[src/dotmatrix_params.svh]
`ifndef DOTMATRIX_PARAMS_SVH
`define DOTMATRIX_PARAMS_SVH

// First digit of the countdown.
// 3 and 4 also work, the colour follows the digit value.
`define DM_COUNT_START 5

// Clock cycles each digit stays on the display.
// Short value for simulation.
`define DM_HOLD_CYCLES 64

// Clock cycles spent on each scanned row.
`define DM_SCAN_CYCLES 4

`endif
[src/dotmatrix_pkg.sv]
package dotmatrix_pkg;

    // Displayed digit, 0 is blank.
    typedef logic [2:0] digit_t;

    // Index of the row being scanned.
    typedef logic [2:0] row_idx_t;

    // Row select or column pattern, bit 7 is the leftmost column.
    typedef logic [7:0] row_bits_t;

    // Countdown FSM states.
    typedef enum logic
    {
        CD_IDLE,
        CD_COUNT
    } countdown_state_t;

endpackage

[src/matrix_top.sv]
`timescale 1ns/1ps

module matrix_top (
    input  logic                     clk,
    input  logic                     rst,
    input  logic                     start,
    output logic                     busy,
    output dotmatrix_pkg::row_bits_t row,
    output dotmatrix_pkg::row_bits_t colr,
    output dotmatrix_pkg::row_bits_t colg
);

    dotmatrix_pkg::digit_t   digit;
    dotmatrix_pkg::row_idx_t row_idx;

    // Digit sequence from the start pulse.
    countdown_ctrl i_countdown_ctrl (
        .clk   (clk),
        .rst   (rst),
        .start (start),
        .digit (digit),
        .busy  (busy)
    );

    // Free-running row scan.
    row_scanner i_row_scanner (
        .clk     (clk),
        .rst     (rst),
        .row_idx (row_idx)
    );

    glyph_rom i_glyph_rom (
        .clk     (clk),
        .rst     (rst),
        .digit   (digit),
        .row_idx (row_idx),
        .row     (row),
        .colr    (colr),
        .colg    (colg)
    );

endmodule

[src/glyph_rom.sv]
`timescale 1ns/1ps

module glyph_rom (
    input  logic                     clk,
    input  logic                     rst,
    input  dotmatrix_pkg::digit_t    digit,
    input  dotmatrix_pkg::row_idx_t  row_idx,
    output dotmatrix_pkg::row_bits_t row,
    output dotmatrix_pkg::row_bits_t colr,
    output dotmatrix_pkg::row_bits_t colg
);

    dotmatrix_pkg::row_bits_t pat;
    logic                     red_en;
    logic                     green_en;

    // Glyph bitmaps, row 0 left dark for every digit.
    always_comb
    begin
        pat = '0;
        case (digit)
            3'd5:
            begin
                case (row_idx)
                    3'd1: pat = 8'b0111_1110;
                    3'd2: pat = 8'b0110_0000;
                    3'd3: pat = 8'b0111_1100;
                    3'd4: pat = 8'b0000_0110;
                    3'd5: pat = 8'b0000_0110;
                    3'd6: pat = 8'b0110_0110;
                    3'd7: pat = 8'b0011_1100;
                    default: pat = '0;
                endcase
            end
            3'd4:
            begin
                case (row_idx)
                    3'd1: pat = 8'b0000_1100;
                    3'd2: pat = 8'b0001_1100;
                    3'd3: pat = 8'b0010_1100;
                    3'd4: pat = 8'b0100_1100;
                    3'd5: pat = 8'b0111_1110;
                    3'd6: pat = 8'b0000_1100;
                    3'd7: pat = 8'b0000_1100;
                    default: pat = '0;
                endcase
            end
            3'd3:
            begin
                case (row_idx)
                    3'd1: pat = 8'b0011_1100;
                    3'd2: pat = 8'b0110_0110;
                    3'd3: pat = 8'b0000_0110;
                    3'd4: pat = 8'b0001_1100;
                    3'd5: pat = 8'b0000_0110;
                    3'd6: pat = 8'b0110_0110;
                    3'd7: pat = 8'b0011_1100;
                    default: pat = '0;
                endcase
            end
            3'd2:
            begin
                case (row_idx)
                    3'd1: pat = 8'b0011_1100;
                    3'd2: pat = 8'b0110_0110;
                    3'd3: pat = 8'b0000_0110;
                    3'd4: pat = 8'b0000_1100;
                    3'd5: pat = 8'b0011_0000;
                    3'd6: pat = 8'b0110_0000;
                    3'd7: pat = 8'b0111_1110;
                    default: pat = '0;
                endcase
            end
            3'd1:
            begin
                case (row_idx)
                    3'd1: pat = 8'b0001_1000;
                    3'd2: pat = 8'b0011_1000;
                    3'd7: pat = 8'b0111_1110;
                    3'd0: pat = '0;
                    default: pat = 8'b0001_1000;
                endcase
            end
            default:
            begin
                pat = '0;
            end
        endcase
    end

    // Red for 5..2, green for 3..1, both gives yellow.
    assign red_en   = (digit >= 3'd2) && (digit <= 3'd5);
    assign green_en = (digit >= 3'd1) && (digit <= 3'd3);

    // Row select and columns leave in the same cycle.
    always_ff @(posedge clk or posedge rst)
    begin
        if (rst)
        begin
            row  <= '0;
            colr <= '0;
            colg <= '0;
        end
        else
        begin
            row  <= dotmatrix_pkg::row_bits_t'(1) << row_idx;
            colr <= red_en ? pat : '0;
            colg <= green_en ? pat : '0;
        end
    end

    a_row_onehot: assert property (@(posedge clk) disable iff (rst)
        !$past(rst) |-> $onehot(row))
        else $error("glyph_rom: row select %b not one-hot", row);

    a_red_only: assert property (@(posedge clk) disable iff (rst)
        ($past(digit) inside {3'd4, 3'd5}) |-> (colg == '0))
        else $error("glyph_rom: green lit for digit %0d", $past(digit));

    a_yellow: assert property (@(posedge clk) disable iff (rst)
        ($past(digit) inside {3'd2, 3'd3}) |-> (colg == colr))
        else $error("glyph_rom: red and green differ for digit %0d", $past(digit));

    a_green_or_dark: assert property (@(posedge clk) disable iff (rst)
        ($past(digit) <= 3'd1 || $past(row_idx) == 3'd0) |->
            (colr == '0 &&
             (colg == '0 || ($past(digit) == 3'd1 && $past(row_idx) != 3'd0))))
        else $error("glyph_rom: unexpected red for digit %0d", $past(digit));

endmodule

[src/row_scanner.sv]
`timescale 1ns/1ps
`include "dotmatrix_params.svh"

module row_scanner (
    input  logic                    clk,
    input  logic                    rst,
    output dotmatrix_pkg::row_idx_t row_idx
);

    localparam int SCAN_W = $clog2(`DM_SCAN_CYCLES + 1);
    localparam logic [SCAN_W-1:0] SCAN_LAST = SCAN_W'(`DM_SCAN_CYCLES - 1);

    logic [SCAN_W-1:0] pre_cnt;
    logic              step;

    // One step per scan period.
    assign step = (pre_cnt == SCAN_LAST);

    always_ff @(posedge clk or posedge rst)
    begin
        if (rst)
        begin
            pre_cnt <= '0;
        end
        else if (step)
        begin
            pre_cnt <= '0;
        end
        else
        begin
            pre_cnt <= pre_cnt + 1'b1;
        end
    end

    // Row index wraps 7 -> 0 by its width.
    always_ff @(posedge clk or posedge rst)
    begin
        if (rst)
        begin
            row_idx <= '0;
        end
        else if (step)
        begin
            row_idx <= row_idx + 3'd1;
        end
    end

    a_row_on_step: assert property (@(posedge clk) disable iff (rst)
        !$past(step) |-> $stable(row_idx))
        else $error("row_scanner: row index moved without a step");

endmodule

[src/countdown_ctrl.sv]
`timescale 1ns/1ps
`include "dotmatrix_params.svh"

module countdown_ctrl (
    input  logic                  clk,
    input  logic                  rst,
    input  logic                  start,
    output dotmatrix_pkg::digit_t digit,
    output logic                  busy
);

    localparam int HOLD_W = $clog2(`DM_HOLD_CYCLES + 1);
    localparam logic [HOLD_W-1:0] HOLD_LAST = HOLD_W'(`DM_HOLD_CYCLES - 1);

    dotmatrix_pkg::countdown_state_t state;
    logic [HOLD_W-1:0]               hold_cnt;
    logic                            hold_done;

    assign hold_done = (hold_cnt == HOLD_LAST);
    assign busy      = (state == dotmatrix_pkg::CD_COUNT);

    always_ff @(posedge clk or posedge rst)
    begin
        if (rst)
        begin
            state    <= dotmatrix_pkg::CD_IDLE;
            digit    <= '0;
            hold_cnt <= '0;
        end
        else
        begin
            case (state)
                dotmatrix_pkg::CD_IDLE:
                begin
                    // Start is only looked at while idle.
                    if (start)
                    begin
                        state    <= dotmatrix_pkg::CD_COUNT;
                        digit    <= dotmatrix_pkg::digit_t'(`DM_COUNT_START);
                        hold_cnt <= '0;
                    end
                end
                dotmatrix_pkg::CD_COUNT:
                begin
                    if (hold_done)
                    begin
                        hold_cnt <= '0;
                        digit    <= digit - 3'd1;
                        // Digit 1 ran out, display goes blank.
                        if (digit == 3'd1)
                        begin
                            state <= dotmatrix_pkg::CD_IDLE;
                        end
                    end
                    else
                    begin
                        hold_cnt <= hold_cnt + 1'b1;
                    end
                end
                default:
                begin
                    state <= dotmatrix_pkg::CD_IDLE;
                end
            endcase
        end
    end

    a_digit_range: assert property (@(posedge clk) disable iff (rst)
        digit <= dotmatrix_pkg::digit_t'(`DM_COUNT_START))
        else $error("countdown_ctrl: digit %0d above start value", digit);

    a_busy_digit: assert property (@(posedge clk) disable iff (rst)
        busy == (digit != '0))
        else $error("countdown_ctrl: busy %0b with digit %0d", busy, digit);

endmodule

[config.mk]
export PLATFORM = sky130hd
export DESIGN_NAME = matrix_top
export DESIGN_NICKNAME = d
export VERILOG_FILES = /design/src/dotmatrix_pkg.sv /design/src/matrix_top.sv /design/src/glyph_rom.sv /design/src/row_scanner.sv /design/src/countdown_ctrl.sv
export VERILOG_INCLUDE_DIRS = /design/src
export SDC_FILE = /design/constraint.sdc
export NUM_CORES = 1
export LEC_CHECK = 0
export ABC_AREA = 1
export BUFFER_PORTS_ARGS = -buffer_cell sky130_fd_sc_hd__buf_2
export CAP_MARGIN = 20
export CELL_PAD_IN_SITES_DETAIL_PLACEMENT = 1
export CELL_PAD_IN_SITES_GLOBAL_PLACEMENT = 1
export CORE_UTILIZATION = 38
export DETAILED_ROUTE_END_ITERATION = 10
export GPL_TIMING_DRIVEN = 0
export PLACE_DENSITY = 0.79
export SLEW_MARGIN = 20
export SYNTH_ARGS = -nofsm -noshare
export SYNTH_HDL_FRONTEND = slang
export SYNTH_SLANG_ARGS = --single-unit
[constraint.sdc]
create_clock -name clk -period 1.4 [get_ports clk]
set_clock_uncertainty 0.05 [all_clocks]
set_input_delay 0.28 -clock clk [delete_from_list [all_inputs] [get_ports clk]]
set_output_delay 0.28 -clock clk [all_outputs]
set_load 0.05 [all_outputs]
==> flow_summary.html, run 1 <==
<table>
<tr><th>Metric</th><th>Value</th></tr>
<tr><th colspan="2">Run status</th></tr>
<tr><td>Outcome</td><td>finished with violations</td></tr>
<tr><td>Violated checks</td><td>setup timing</td></tr>
<tr><th colspan="2">Critical path</th></tr>
<tr><td>Crit path capture type</td><td>flip-flop</td></tr>
<tr><td>CP Max Fanout</td><td>5</td></tr>
<tr><td>Max stage delay cell, worst path</td><td>dfrtp_2</td></tr>
<tr><td>Biggest cell delay along the critical path</td><td>around 470 ps</td></tr>
<tr><td>CP Cell Sequence</td><td>buf_6 -&gt; ha_4 -&gt; nand2_4 -&gt; nand2_4 -&gt; nor2_4 -&gt; nand2_2 -&gt; nand3_2 -&gt; nand3_2 -&gt; nand2_1 -&gt; inv_1</td></tr>
<tr><td>Data arrival time of the critical path</td><td>roughly 1800 ps</td></tr>
<tr><td>Cell count of the worst reg-to-reg path</td><td>10</td></tr>
<tr><td>Worst setup SP type</td><td>flip-flop</td></tr>
<tr><td>Path type of the worst setup path</td><td>reg -&gt; reg</td></tr>
<tr><td>Data required time at the worst endpoint</td><td>between 1500 and 2000 ps</td></tr>
<tr><th colspan="2">Power</th></tr>
<tr><td>Combinational cell fraction of total power</td><td>0.474</td></tr>
<tr><td>Internal power</td><td>2.36 mW</td></tr>
<tr><td>Peak VDD IR</td><td>just under 0.6 mV</td></tr>
<tr><td>Net switching power</td><td>around 1.8 mW</td></tr>
<tr><td>Clock power share</td><td>0.181</td></tr>
<tr><td>Ratio of total power to cell area</td><td>between 1000 and 1500 mW/mm²</td></tr>
<tr><td>Sequential power share</td><td>0.345</td></tr>
<tr><td>Switching portion of total power</td><td>0.439</td></tr>
<tr><td>Total chip power</td><td>approximately 4.2 mW</td></tr>
<tr><td>P_leak</td><td>between 1.5 and 2 nW</td></tr>
<tr><th colspan="2">Clock tree</th></tr>
<tr><td>Count of hold buffers inserted by post-cts repair</td><td>0</td></tr>
<tr><td>CTS tree</td><td>yes</td></tr>
<tr><td>H-Tree Depth</td><td>2</td></tr>
<tr><td>Number of sinks handled by clock tree synthesis</td><td>37</td></tr>
<tr><td>Clock-pin slew of the registers on the worst-case setup and hold paths</td><td>approximately 70 ps</td></tr>
<tr><td>Clock tree buffer depth</td><td>2</td></tr>
<tr><td>Number of buffers created by CTS</td><td>5</td></tr>
<tr><td>Clock insertion delay at the later pin of the skew report</td><td>just under 300 ps</td></tr>
<tr><td>Root buffer selected by CTS</td><td>clkbuf_8</td></tr>
<tr><th colspan="2">Drt</th></tr>
<tr><td>Wirelength, routed</td><td>~5700 µm</td></tr>
<tr><td>Number of remaining DRC errors</td><td>0</td></tr>
<tr><td>Number of vias after detailed routing</td><td>1790</td></tr>
<tr><td>Number of violations reported at the end of detailed-routing iteration 0</td><td>57</td></tr>
<tr><td>1st-pass router iterations</td><td>4</td></tr>
<tr><td>Via-to-Cell Ratio</td><td>between 4 and 5</td></tr>
<tr><td>Count of antenna-violating nets left after detailed routing</td><td>0</td></tr>
<tr><td>Per-cell routed wire length</td><td>between 15 and 20 µm</td></tr>
<tr><th colspan="2">Timing</th></tr>
<tr><td>Accumulated negative setup slack</td><td>-2460 ps</td></tr>
<tr><td>Final worst-path cycle share</td><td>1.16</td></tr>
<tr><td>Finish-stage setup viols</td><td>16</td></tr>
<tr><td>Min Hold Slack</td><td>around 74 ps</td></tr>
<tr><td>Final Worst Setup Slack</td><td>-229 ps</td></tr>
<tr><td>Slew margin rel.</td><td>0.481</td></tr>
<tr><td>Max Fclk</td><td>between 600 and 700 MHz</td></tr>
<tr><td>Setup repair after global routing missed its margin</td><td>yes</td></tr>
<tr><td>Final slew viol count</td><td>0</td></tr>
<tr><td>Number of failing hold endpoints at the final stage</td><td>0</td></tr>
<tr><td>Crit path time final</td><td>1630 ps</td></tr>
<tr><td>Least-Margin Pin Slew</td><td>around 780 ps</td></tr>
<tr><th colspan="2">Synth</th></tr>
<tr><td>Compound-cell area share of the yosys netlist</td><td>0.0680</td></tr>
<tr><td>Number of flops mapped to enable cells by yosys</td><td>0</td></tr>
<tr><td>Simple-gate portion of the synthesized area</td><td>0.260</td></tr>
<tr><td>Cells after synthesis</td><td>240</td></tr>
<tr><td>Area leader, netlist</td><td>dfrtp_1</td></tr>
<tr><td>Post-Synth Adder-Cell Area</td><td>0.0936</td></tr>
<tr><td>Most numerous cell in the Yosys netlist</td><td>nand2_1</td></tr>
<tr><td>Post-synth ARST share</td><td>1.00</td></tr>
<tr><td>Top_reg_cell synth</td><td>dfrtp_1</td></tr>
<tr><td>Multiplexer share of the synthesized area</td><td>0</td></tr>
<tr><td>Ranking of synthesized cells by area</td><td>dfrtp_1 (46%), nand2_1 (10%), ha_1 (9.4%)</td></tr>
<tr><td>Post-synthesis cell type count</td><td>26</td></tr>
<tr><td>Top cells by count, synth</td><td>nand2_1 (55), inv_1 (38), dfrtp_1 (37)</td></tr>
<tr><td>Count of yosys warnings during synthesis</td><td>0</td></tr>
<tr><td>Dominant combinational cell family by area after synthesis</td><td>simple AND/OR/NAND/NOR gates</td></tr>
<tr><td>Xor and xnor area share after synthesis</td><td>0.0175</td></tr>
<tr><td>Mean Syn Cell Area</td><td>~8.4 µm²</td></tr>
<tr><td>Area share of the largest cell type after synthesis</td><td>0.462</td></tr>
<tr><td>Proportion of synthesized chip area in sequential cells</td><td>0.462</td></tr>
<tr><td>Number of flip-flops and latches in the synthesized netlist</td><td>37</td></tr>
<tr><td>Cell Area, Synth</td><td>0.00201 mm²</td></tr>
<tr><th colspan="2">Placement</th></tr>
<tr><td>HPWL after detailed placement</td><td>~3600 µm</td></tr>
<tr><td>Final weighted congestion in routability-driven placement</td><td>between 0.8 and 0.9</td></tr>
<tr><td>Instance area after placement</td><td>0.00227 mm²</td></tr>
<tr><td>Port bufs</td><td>23</td></tr>
<tr><th colspan="2">Global route</th></tr>
<tr><td>Final global-route overflow total</td><td>0</td></tr>
<tr><td>Overall Global Routing Usage</td><td>0.218</td></tr>
<tr><td>Largest net degree at the start of global routing</td><td>38</td></tr>
<tr><td>Via count of the first global-routing pass</td><td>approximately 1900</td></tr>
<tr><td>Number of antenna violations at the first check in global routing</td><td>0</td></tr>
<tr><td>Global-route wire length before repair</td><td>8960 µm</td></tr>
<tr><th colspan="2">Hold path</th></tr>
<tr><td>Min-Delay Path Class</td><td>in -&gt; async</td></tr>
<tr><th colspan="2">Cells and area</th></tr>
<tr><td>Share of final-layout standard cells stronger than drive strength 1</td><td>0.478</td></tr>
<tr><td>P&amp;R area growth vs syn</td><td>40.4%</td></tr>
<tr><td>Post-layout instance area</td><td>about 0.0028 mm²</td></tr>
<tr><td>Final-layout fill cell count</td><td>619</td></tr>
<tr><td>Final Core Density</td><td>0.551</td></tr>
<tr><td>Net total in the final layout</td><td>roughly 320</td></tr>
<tr><td>Number of inserted diodes</td><td>0</td></tr>
<tr><th colspan="2">Floorplan</th></tr>
<tr><td>Initial core utilization</td><td>0.393</td></tr>
<tr><td>Height of the die</td><td>between 70 and 80 µm</td></tr>
<tr><td>Num ports</td><td>28</td></tr>
<tr><td>Overall die area</td><td>between 0.005 and 0.006 mm²</td></tr>
<tr><td>DIE WIDTH</td><td>74.7 µm</td></tr>
<tr><td>Rows</td><td>26</td></tr>
<tr><td>Core footprint</td><td>just over 0.005 mm²</td></tr>
<tr><th colspan="2">Flow run</th></tr>
<tr><td>MaxCap Viol Count</td><td>0</td></tr>
</table>
==> logic make-up (layout without fill, tap and decap cells) <==
group | Yosys count | in the layout
AOI/OAI and AO/OA | 26 | 26
and+or+nand+nor | 111 | 111
xor gates and xnor gates | 4 | 4
DFF | 37 | 37
other | 1 | 4
adders and majority gates | 15 | 15
buffers and inverters | 46 | 100
==> registers in the layout, indices dropped and copies added (netlist names) <==
name and flops:
i_row_scanner.row_idx 3, i_glyph_rom.colg 6, i_countdown_ctrl.hold_cnt 7, i_glyph_rom.colr 6, i_glyph_rom.row 8, i_countdown_ctrl.busy 1
i_row_scanner.pre_cnt 3, i_countdown_ctrl.digit 3
==> layout make-up <==
class	count	area, µm²	share of cell area
multi-input cells	160	1170	0.416
well taps	70	87.6	0.0311
inverters	40	165	0.0586
repair buffers	47	320	0.114
plain buffers	6	52.6	0.0187
clock buffers	7	86.3	0.0307
flip-flops and latches	37	932	0.331
==> power groups by stage <==
stage	Clock (mW)	Combinational, mW	Sequential [mW]
after CTS	0.784	1.69	1.43
final	0.759	1.99	1.45
after global routing	0.818	2.19	1.48
after global placement	0	1.41	1.44
after floorplan	0	0.861	1.70
after detailed placement	0	1.48	1.45
==> stage by stage <==
stage / instances / setup slack (ps)
after floorplan: 243 / -5.93
after global placement: 336 / -348
after detailed placement: 336 / -306
after CTS: 361 / -174
after global routing: 367 / -313
final: 367 / -229
==> worst paths after layout <==
kind,startpoint,end,slack (ps)
max,i_row_scanner.row_idx[1]$_DFFE_PP0P_,i_glyph_rom.colr[4]$_DFF_PP0_,-230
min,rst,i_row_scanner.row_idx[2]$_DFFE_PP0P_,70
max reg2reg,i_row_scanner.row_idx[1]$_DFFE_PP0P_,i_glyph_rom.colr[4]$_DFF_PP0_,-230
min reg2reg,i_row_scanner.pre_cnt[0]$_DFF_PP0_,i_row_scanner.pre_cnt[0]$_DFF_PP0_,380
max in group asynchronous,rst,i_countdown_ctrl.digit[0]$_DFFE_PP0P_,680
min in group clk,start,i_countdown_ctrl.busy$_DFF_PP0_,240
==> worst max-delay path, delay by kind of cell, from the launching register on <==
kind | cells | cell delay, ps
buf+inv | 2 | 180
fa+ha+maj | 1 | 170
flops | 1 | 470
simple gates | 7 | 650
==> layer usage <==
metal  share of wire  track usage  up-vias
met5               0            0        -
met1            0.41        0.238      890
met3           0.023       0.0415       20
met4           0.029       0.0839        0
li1                -            -      841
met2            0.54        0.415       39
==> timing repair <==
item	CTS	global route
setup buffers	18	7
gates resized for setup	46	42
setup endpoints to repair	18	21
pin swaps	14	9
==> cell usage in the layout (no fill, tap or decap), drive strengths merged, types with 2 or more instances in the layout <==
master	n
nand2	62
buf	52
inv	39
dfrtp	37
nor2	28
nand3	18
ha	15
a21oi	12
o21ai	11
clkbuf	8
conb	4
xor2	3
nand4	2
Power figures use the tool's default switching activity.
==> inputs of run 2 (changes only) <==
- BUFFER_PORTS_ARGS: -buffer_cell sky130_fd_sc_hd__buf_2 -> unset
- CORE_UTILIZATION: 38 -> 42
- DONT_BUFFER_PORTS: unset -> 1
- PLACE_DENSITY: 0.79 -> 0.78
==> run 2 against run 1 <==
Net effect:
- the flow finishes with violations (DRC, setup timing)
- sequential power increased by 19%
- die area decreased by 9.3%
- cell area decreased by 6.4%
- total power decreased by 3.4%
- critical path type unchanged
- critical endpoint is now i_glyph_rom.colg[1]$_DFF_PP0_
- highest routed layer unchanged
==> flow_summary.html, run 2 (same netlist as run 1, synthesis figures left out) <==
<table>
<tr><th>Metric</th><th>Value</th></tr>
<tr><th colspan="2">Placement</th></tr>
<tr><td>Final weighted congestion in routability-driven placement</td><td>0.888</td></tr>
<tr><td>HPWL after detailed placement</td><td>~3300 µm</td></tr>
<tr><td>Port bufs</td><td>0</td></tr>
<tr><th colspan="2">Critical path</th></tr>
<tr><td>Crit path capture type</td><td>flip-flop</td></tr>
<tr><td>Data required time at the worst endpoint</td><td>between 1500 and 2000 ps</td></tr>
<tr><td>Data arrival time of the critical path</td><td>roughly 1800 ps</td></tr>
<tr><td>Path type of the worst setup path</td><td>reg -&gt; reg</td></tr>
<tr><td>Worst setup SP type</td><td>flip-flop</td></tr>
<tr><td>CP Max Fanout</td><td>8</td></tr>
<tr><th colspan="2">Cells and area</th></tr>
<tr><td>Top reg by flops</td><td>i_glyph_rom.row</td></tr>
<tr><td>Net total in the final layout</td><td>just under 300</td></tr>
<tr><td>P&amp;R area growth vs syn</td><td>31.5%</td></tr>
<tr><td>Max FFs per register</td><td>8</td></tr>
<tr><td>Share of final-layout standard cells stronger than drive strength 1</td><td>0.405</td></tr>
<tr><td>Final-layout fill cell count</td><td>514</td></tr>
<tr><td>Most used cells in the layout excluding fill and tap cells</td><td>nand2_1 (42), dfrtp_1 (34), buf_4 (29)</td></tr>
<tr><td>Biggest registers after layout</td><td>i_glyph_rom.row (8), i_countdown_ctrl.hold_cnt (7)</td></tr>
<tr><td>Number of inserted diodes</td><td>0</td></tr>
<tr><td>Most frequent standard cell in the layout excluding fill and tap cells</td><td>nand2_1</td></tr>
<tr><th colspan="2">Power</th></tr>
<tr><td>Sequential power share</td><td>0.424</td></tr>
<tr><td>Total chip power</td><td>between 4 and 5 mW</td></tr>
<tr><td>Internal power</td><td>2.27 mW</td></tr>
<tr><td>Net switching power</td><td>roughly 1.8 mW</td></tr>
<tr><td>P_leak</td><td>1.41 nW</td></tr>
<tr><td>Clock power share</td><td>0.178</td></tr>
<tr><td>Combinational cell fraction of total power</td><td>0.398</td></tr>
<tr><td>Ratio of total power to cell area</td><td>between 1500 and 2000 mW/mm²</td></tr>
<tr><td>Switching portion of total power</td><td>0.442</td></tr>
<tr><td>Peak VDD IR</td><td>~0.6 mV</td></tr>
<tr><th colspan="2">Global route</th></tr>
<tr><td>Global-route wire length before repair</td><td>8180 µm</td></tr>
<tr><td>Largest net degree at the start of global routing</td><td>38</td></tr>
<tr><td>Final global-route overflow total</td><td>0</td></tr>
<tr><td>Number of antenna violations at the first check in global routing</td><td>0</td></tr>
<tr><td>Via count of the first global-routing pass</td><td>~1700</td></tr>
<tr><td>Overall Global Routing Usage</td><td>0.213</td></tr>
<tr><th colspan="2">Timing</th></tr>
<tr><td>Final slew viol count</td><td>0</td></tr>
<tr><td>Crit path time final</td><td>between 1500 and 2000 ps</td></tr>
<tr><td>Finish-stage setup viols</td><td>12</td></tr>
<tr><td>Slew margin rel.</td><td>0.481</td></tr>
<tr><td>Number of failing hold endpoints at the final stage</td><td>0</td></tr>
<tr><td>Setup repair after global routing missed its margin</td><td>yes</td></tr>
<tr><td>Least-Margin Pin Slew</td><td>777 ps</td></tr>
<tr><td>Min Hold Slack</td><td>roughly 110 ps</td></tr>
<tr><td>Final worst-path cycle share</td><td>1.16</td></tr>
<tr><td>Final Worst Setup Slack</td><td>-225 ps</td></tr>
<tr><td>Max Fclk</td><td>615 MHz</td></tr>
<tr><th colspan="2">Clock tree</th></tr>
<tr><td>Clock tree buffer depth</td><td>2</td></tr>
<tr><td>Clock-pin slew of the registers on the worst-case setup and hold paths</td><td>approximately 80 ps</td></tr>
<tr><td>CTS tree</td><td>yes</td></tr>
<tr><td>Number of buffers created by CTS</td><td>5</td></tr>
<tr><td>Clock insertion delay at the later pin of the skew report</td><td>between 200 and 300 ps</td></tr>
<tr><td>H-Tree Depth</td><td>2</td></tr>
<tr><td>Number of sinks handled by clock tree synthesis</td><td>37</td></tr>
<tr><td>Root buffer selected by CTS</td><td>clkbuf_8</td></tr>
<tr><th colspan="2">Floorplan</th></tr>
<tr><td>Initial core utilization</td><td>0.448</td></tr>
<tr><td>Rows</td><td>24</td></tr>
<tr><td>Overall die area</td><td>roughly 0.0051 mm²</td></tr>
<tr><td>DIE WIDTH</td><td>roughly 70 µm</td></tr>
<tr><td>Height of the die</td><td>71.1 µm</td></tr>
<tr><td>Core footprint</td><td>approximately 0.0045 mm²</td></tr>
<tr><td>Num ports</td><td>28</td></tr>
<tr><th colspan="2">Drt</th></tr>
<tr><td>Number of remaining DRC errors</td><td>1</td></tr>
<tr><td>1st-pass router iterations</td><td>9</td></tr>
<tr><td>Number of violations reported at the end of detailed-routing iteration 0</td><td>56</td></tr>
<tr><td>Per-cell routed wire length</td><td>between 15 and 20 µm</td></tr>
<tr><td>Wirelength, routed</td><td>5200 µm</td></tr>
<tr><td>Count of antenna-violating nets left after detailed routing</td><td>0</td></tr>
<tr><td>Number of vias after detailed routing</td><td>1640</td></tr>
<tr><td>Via-to-Cell Ratio</td><td>4.95</td></tr>
<tr><th colspan="2">Run status</th></tr>
<tr><td>Violated checks</td><td>DRC, setup timing</td></tr>
<tr><td>Outcome</td><td>finished with violations</td></tr>
<tr><th colspan="2">Flow run</th></tr>
<tr><td>MaxCap Viol Count</td><td>0</td></tr>
<tr><th colspan="2">Hold path</th></tr>
<tr><td>Min-Delay Path Class</td><td>in -&gt; reg</td></tr>
</table>
## run 2: worst paths after layout
kind | from | end | depth (start not counted) | slack, ps
setup / recovery | i_countdown_ctrl.digit[2]$_DFFE_PP0P_ | i_glyph_rom.colg[1]$_DFF_PP0_ | 7 | -220
hold / removal | start | i_countdown_ctrl.busy$_DFF_PP0_ | 2 | 110
setup reg to reg | i_countdown_ctrl.digit[2]$_DFFE_PP0P_ | i_glyph_rom.colg[1]$_DFF_PP0_ | 7 | -220
hold reg to reg | i_row_scanner.pre_cnt[0]$_DFF_PP0_ | i_row_scanner.pre_cnt[0]$_DFF_PP0_ | 1 | 390
max in group asynchronous | rst | i_row_scanner.row_idx[0]$_DFFE_PP0P_ | 2 | 220
min in group asynchronous | rst | i_glyph_rom.row[4]$_DFF_PP0_ | 2 | 540
## run 2: worst max-delay path, stage by stage, from the launching register on
cell and delay [ps]:
dfrtp_1 360, buf_6 160, inv_1 90, ha_1 200, a21oi_1 230, o21a_1 200, inv_1 100, a21oi_1 150
## run 2: power by group through the flow
stage / clock, mW / combinational [mW] / sequential (mW)
finish: 0.722 / 1.62 / 1.72
global route: 0.794 / 1.79 / 1.75
CTS: 0.747 / 1.39 / 1.70
detailed placement: 0 / 1.12 / 1.74
global placement: 0 / 1.06 / 1.73
floorplan: 0 / 0.861 / 1.70
## run 2: metrics by stage
stage / utilization / cells / area [µm²] / worst slack, ps / setup TNS [ps]
2_1_floorplan: - / 243 / 2060 / -5.93 / -21.8
3_3_place_gp: 0.476 / 295 / 2130 / -262 / -8490
3_5_place_dp: 0.476 / 295 / 2130 / -251 / -3010
4_1_cts: 0.549 / 321 / 2460 / -166 / -1600
5_1_grt: 0.589 / 331 / 2640 / -298 / -3310
6_report: 0.589 / 331 / 2640 / -225 / -2160
## run 2: cell type report
class                      instances  area [µm²]  share of cell area
clock buffer                       6        72.6              0.0275
buffer                             6        52.6              0.0199
clock inverter                     2        10.0             0.00380
timing repair buffer              28         220              0.0835
tap                               52        65.1              0.0247
multi-input combinational        160        1120               0.426
inverter                          40         165              0.0626
sequential                        37         930               0.352
## run 2: what timing repair did
action / 4_1_cts / 5_1_grt
endpoints found under the hold margin: 37 / 0
buffers inserted: 17 / 10
resized for setup: 38 / 31
hold buffers: 1 / 0
endpoints found under the setup margin: 20 / 20
pin swaps: 11 / 11
## run 2: metal layers
metal  part of all wire  wire length (µm)  GRT usage
met1               0.43              2230      0.262
met2               0.53              2750      0.369
met3              0.022               116     0.0399
met4              0.020               106     0.0867
met5                  0                 0          0
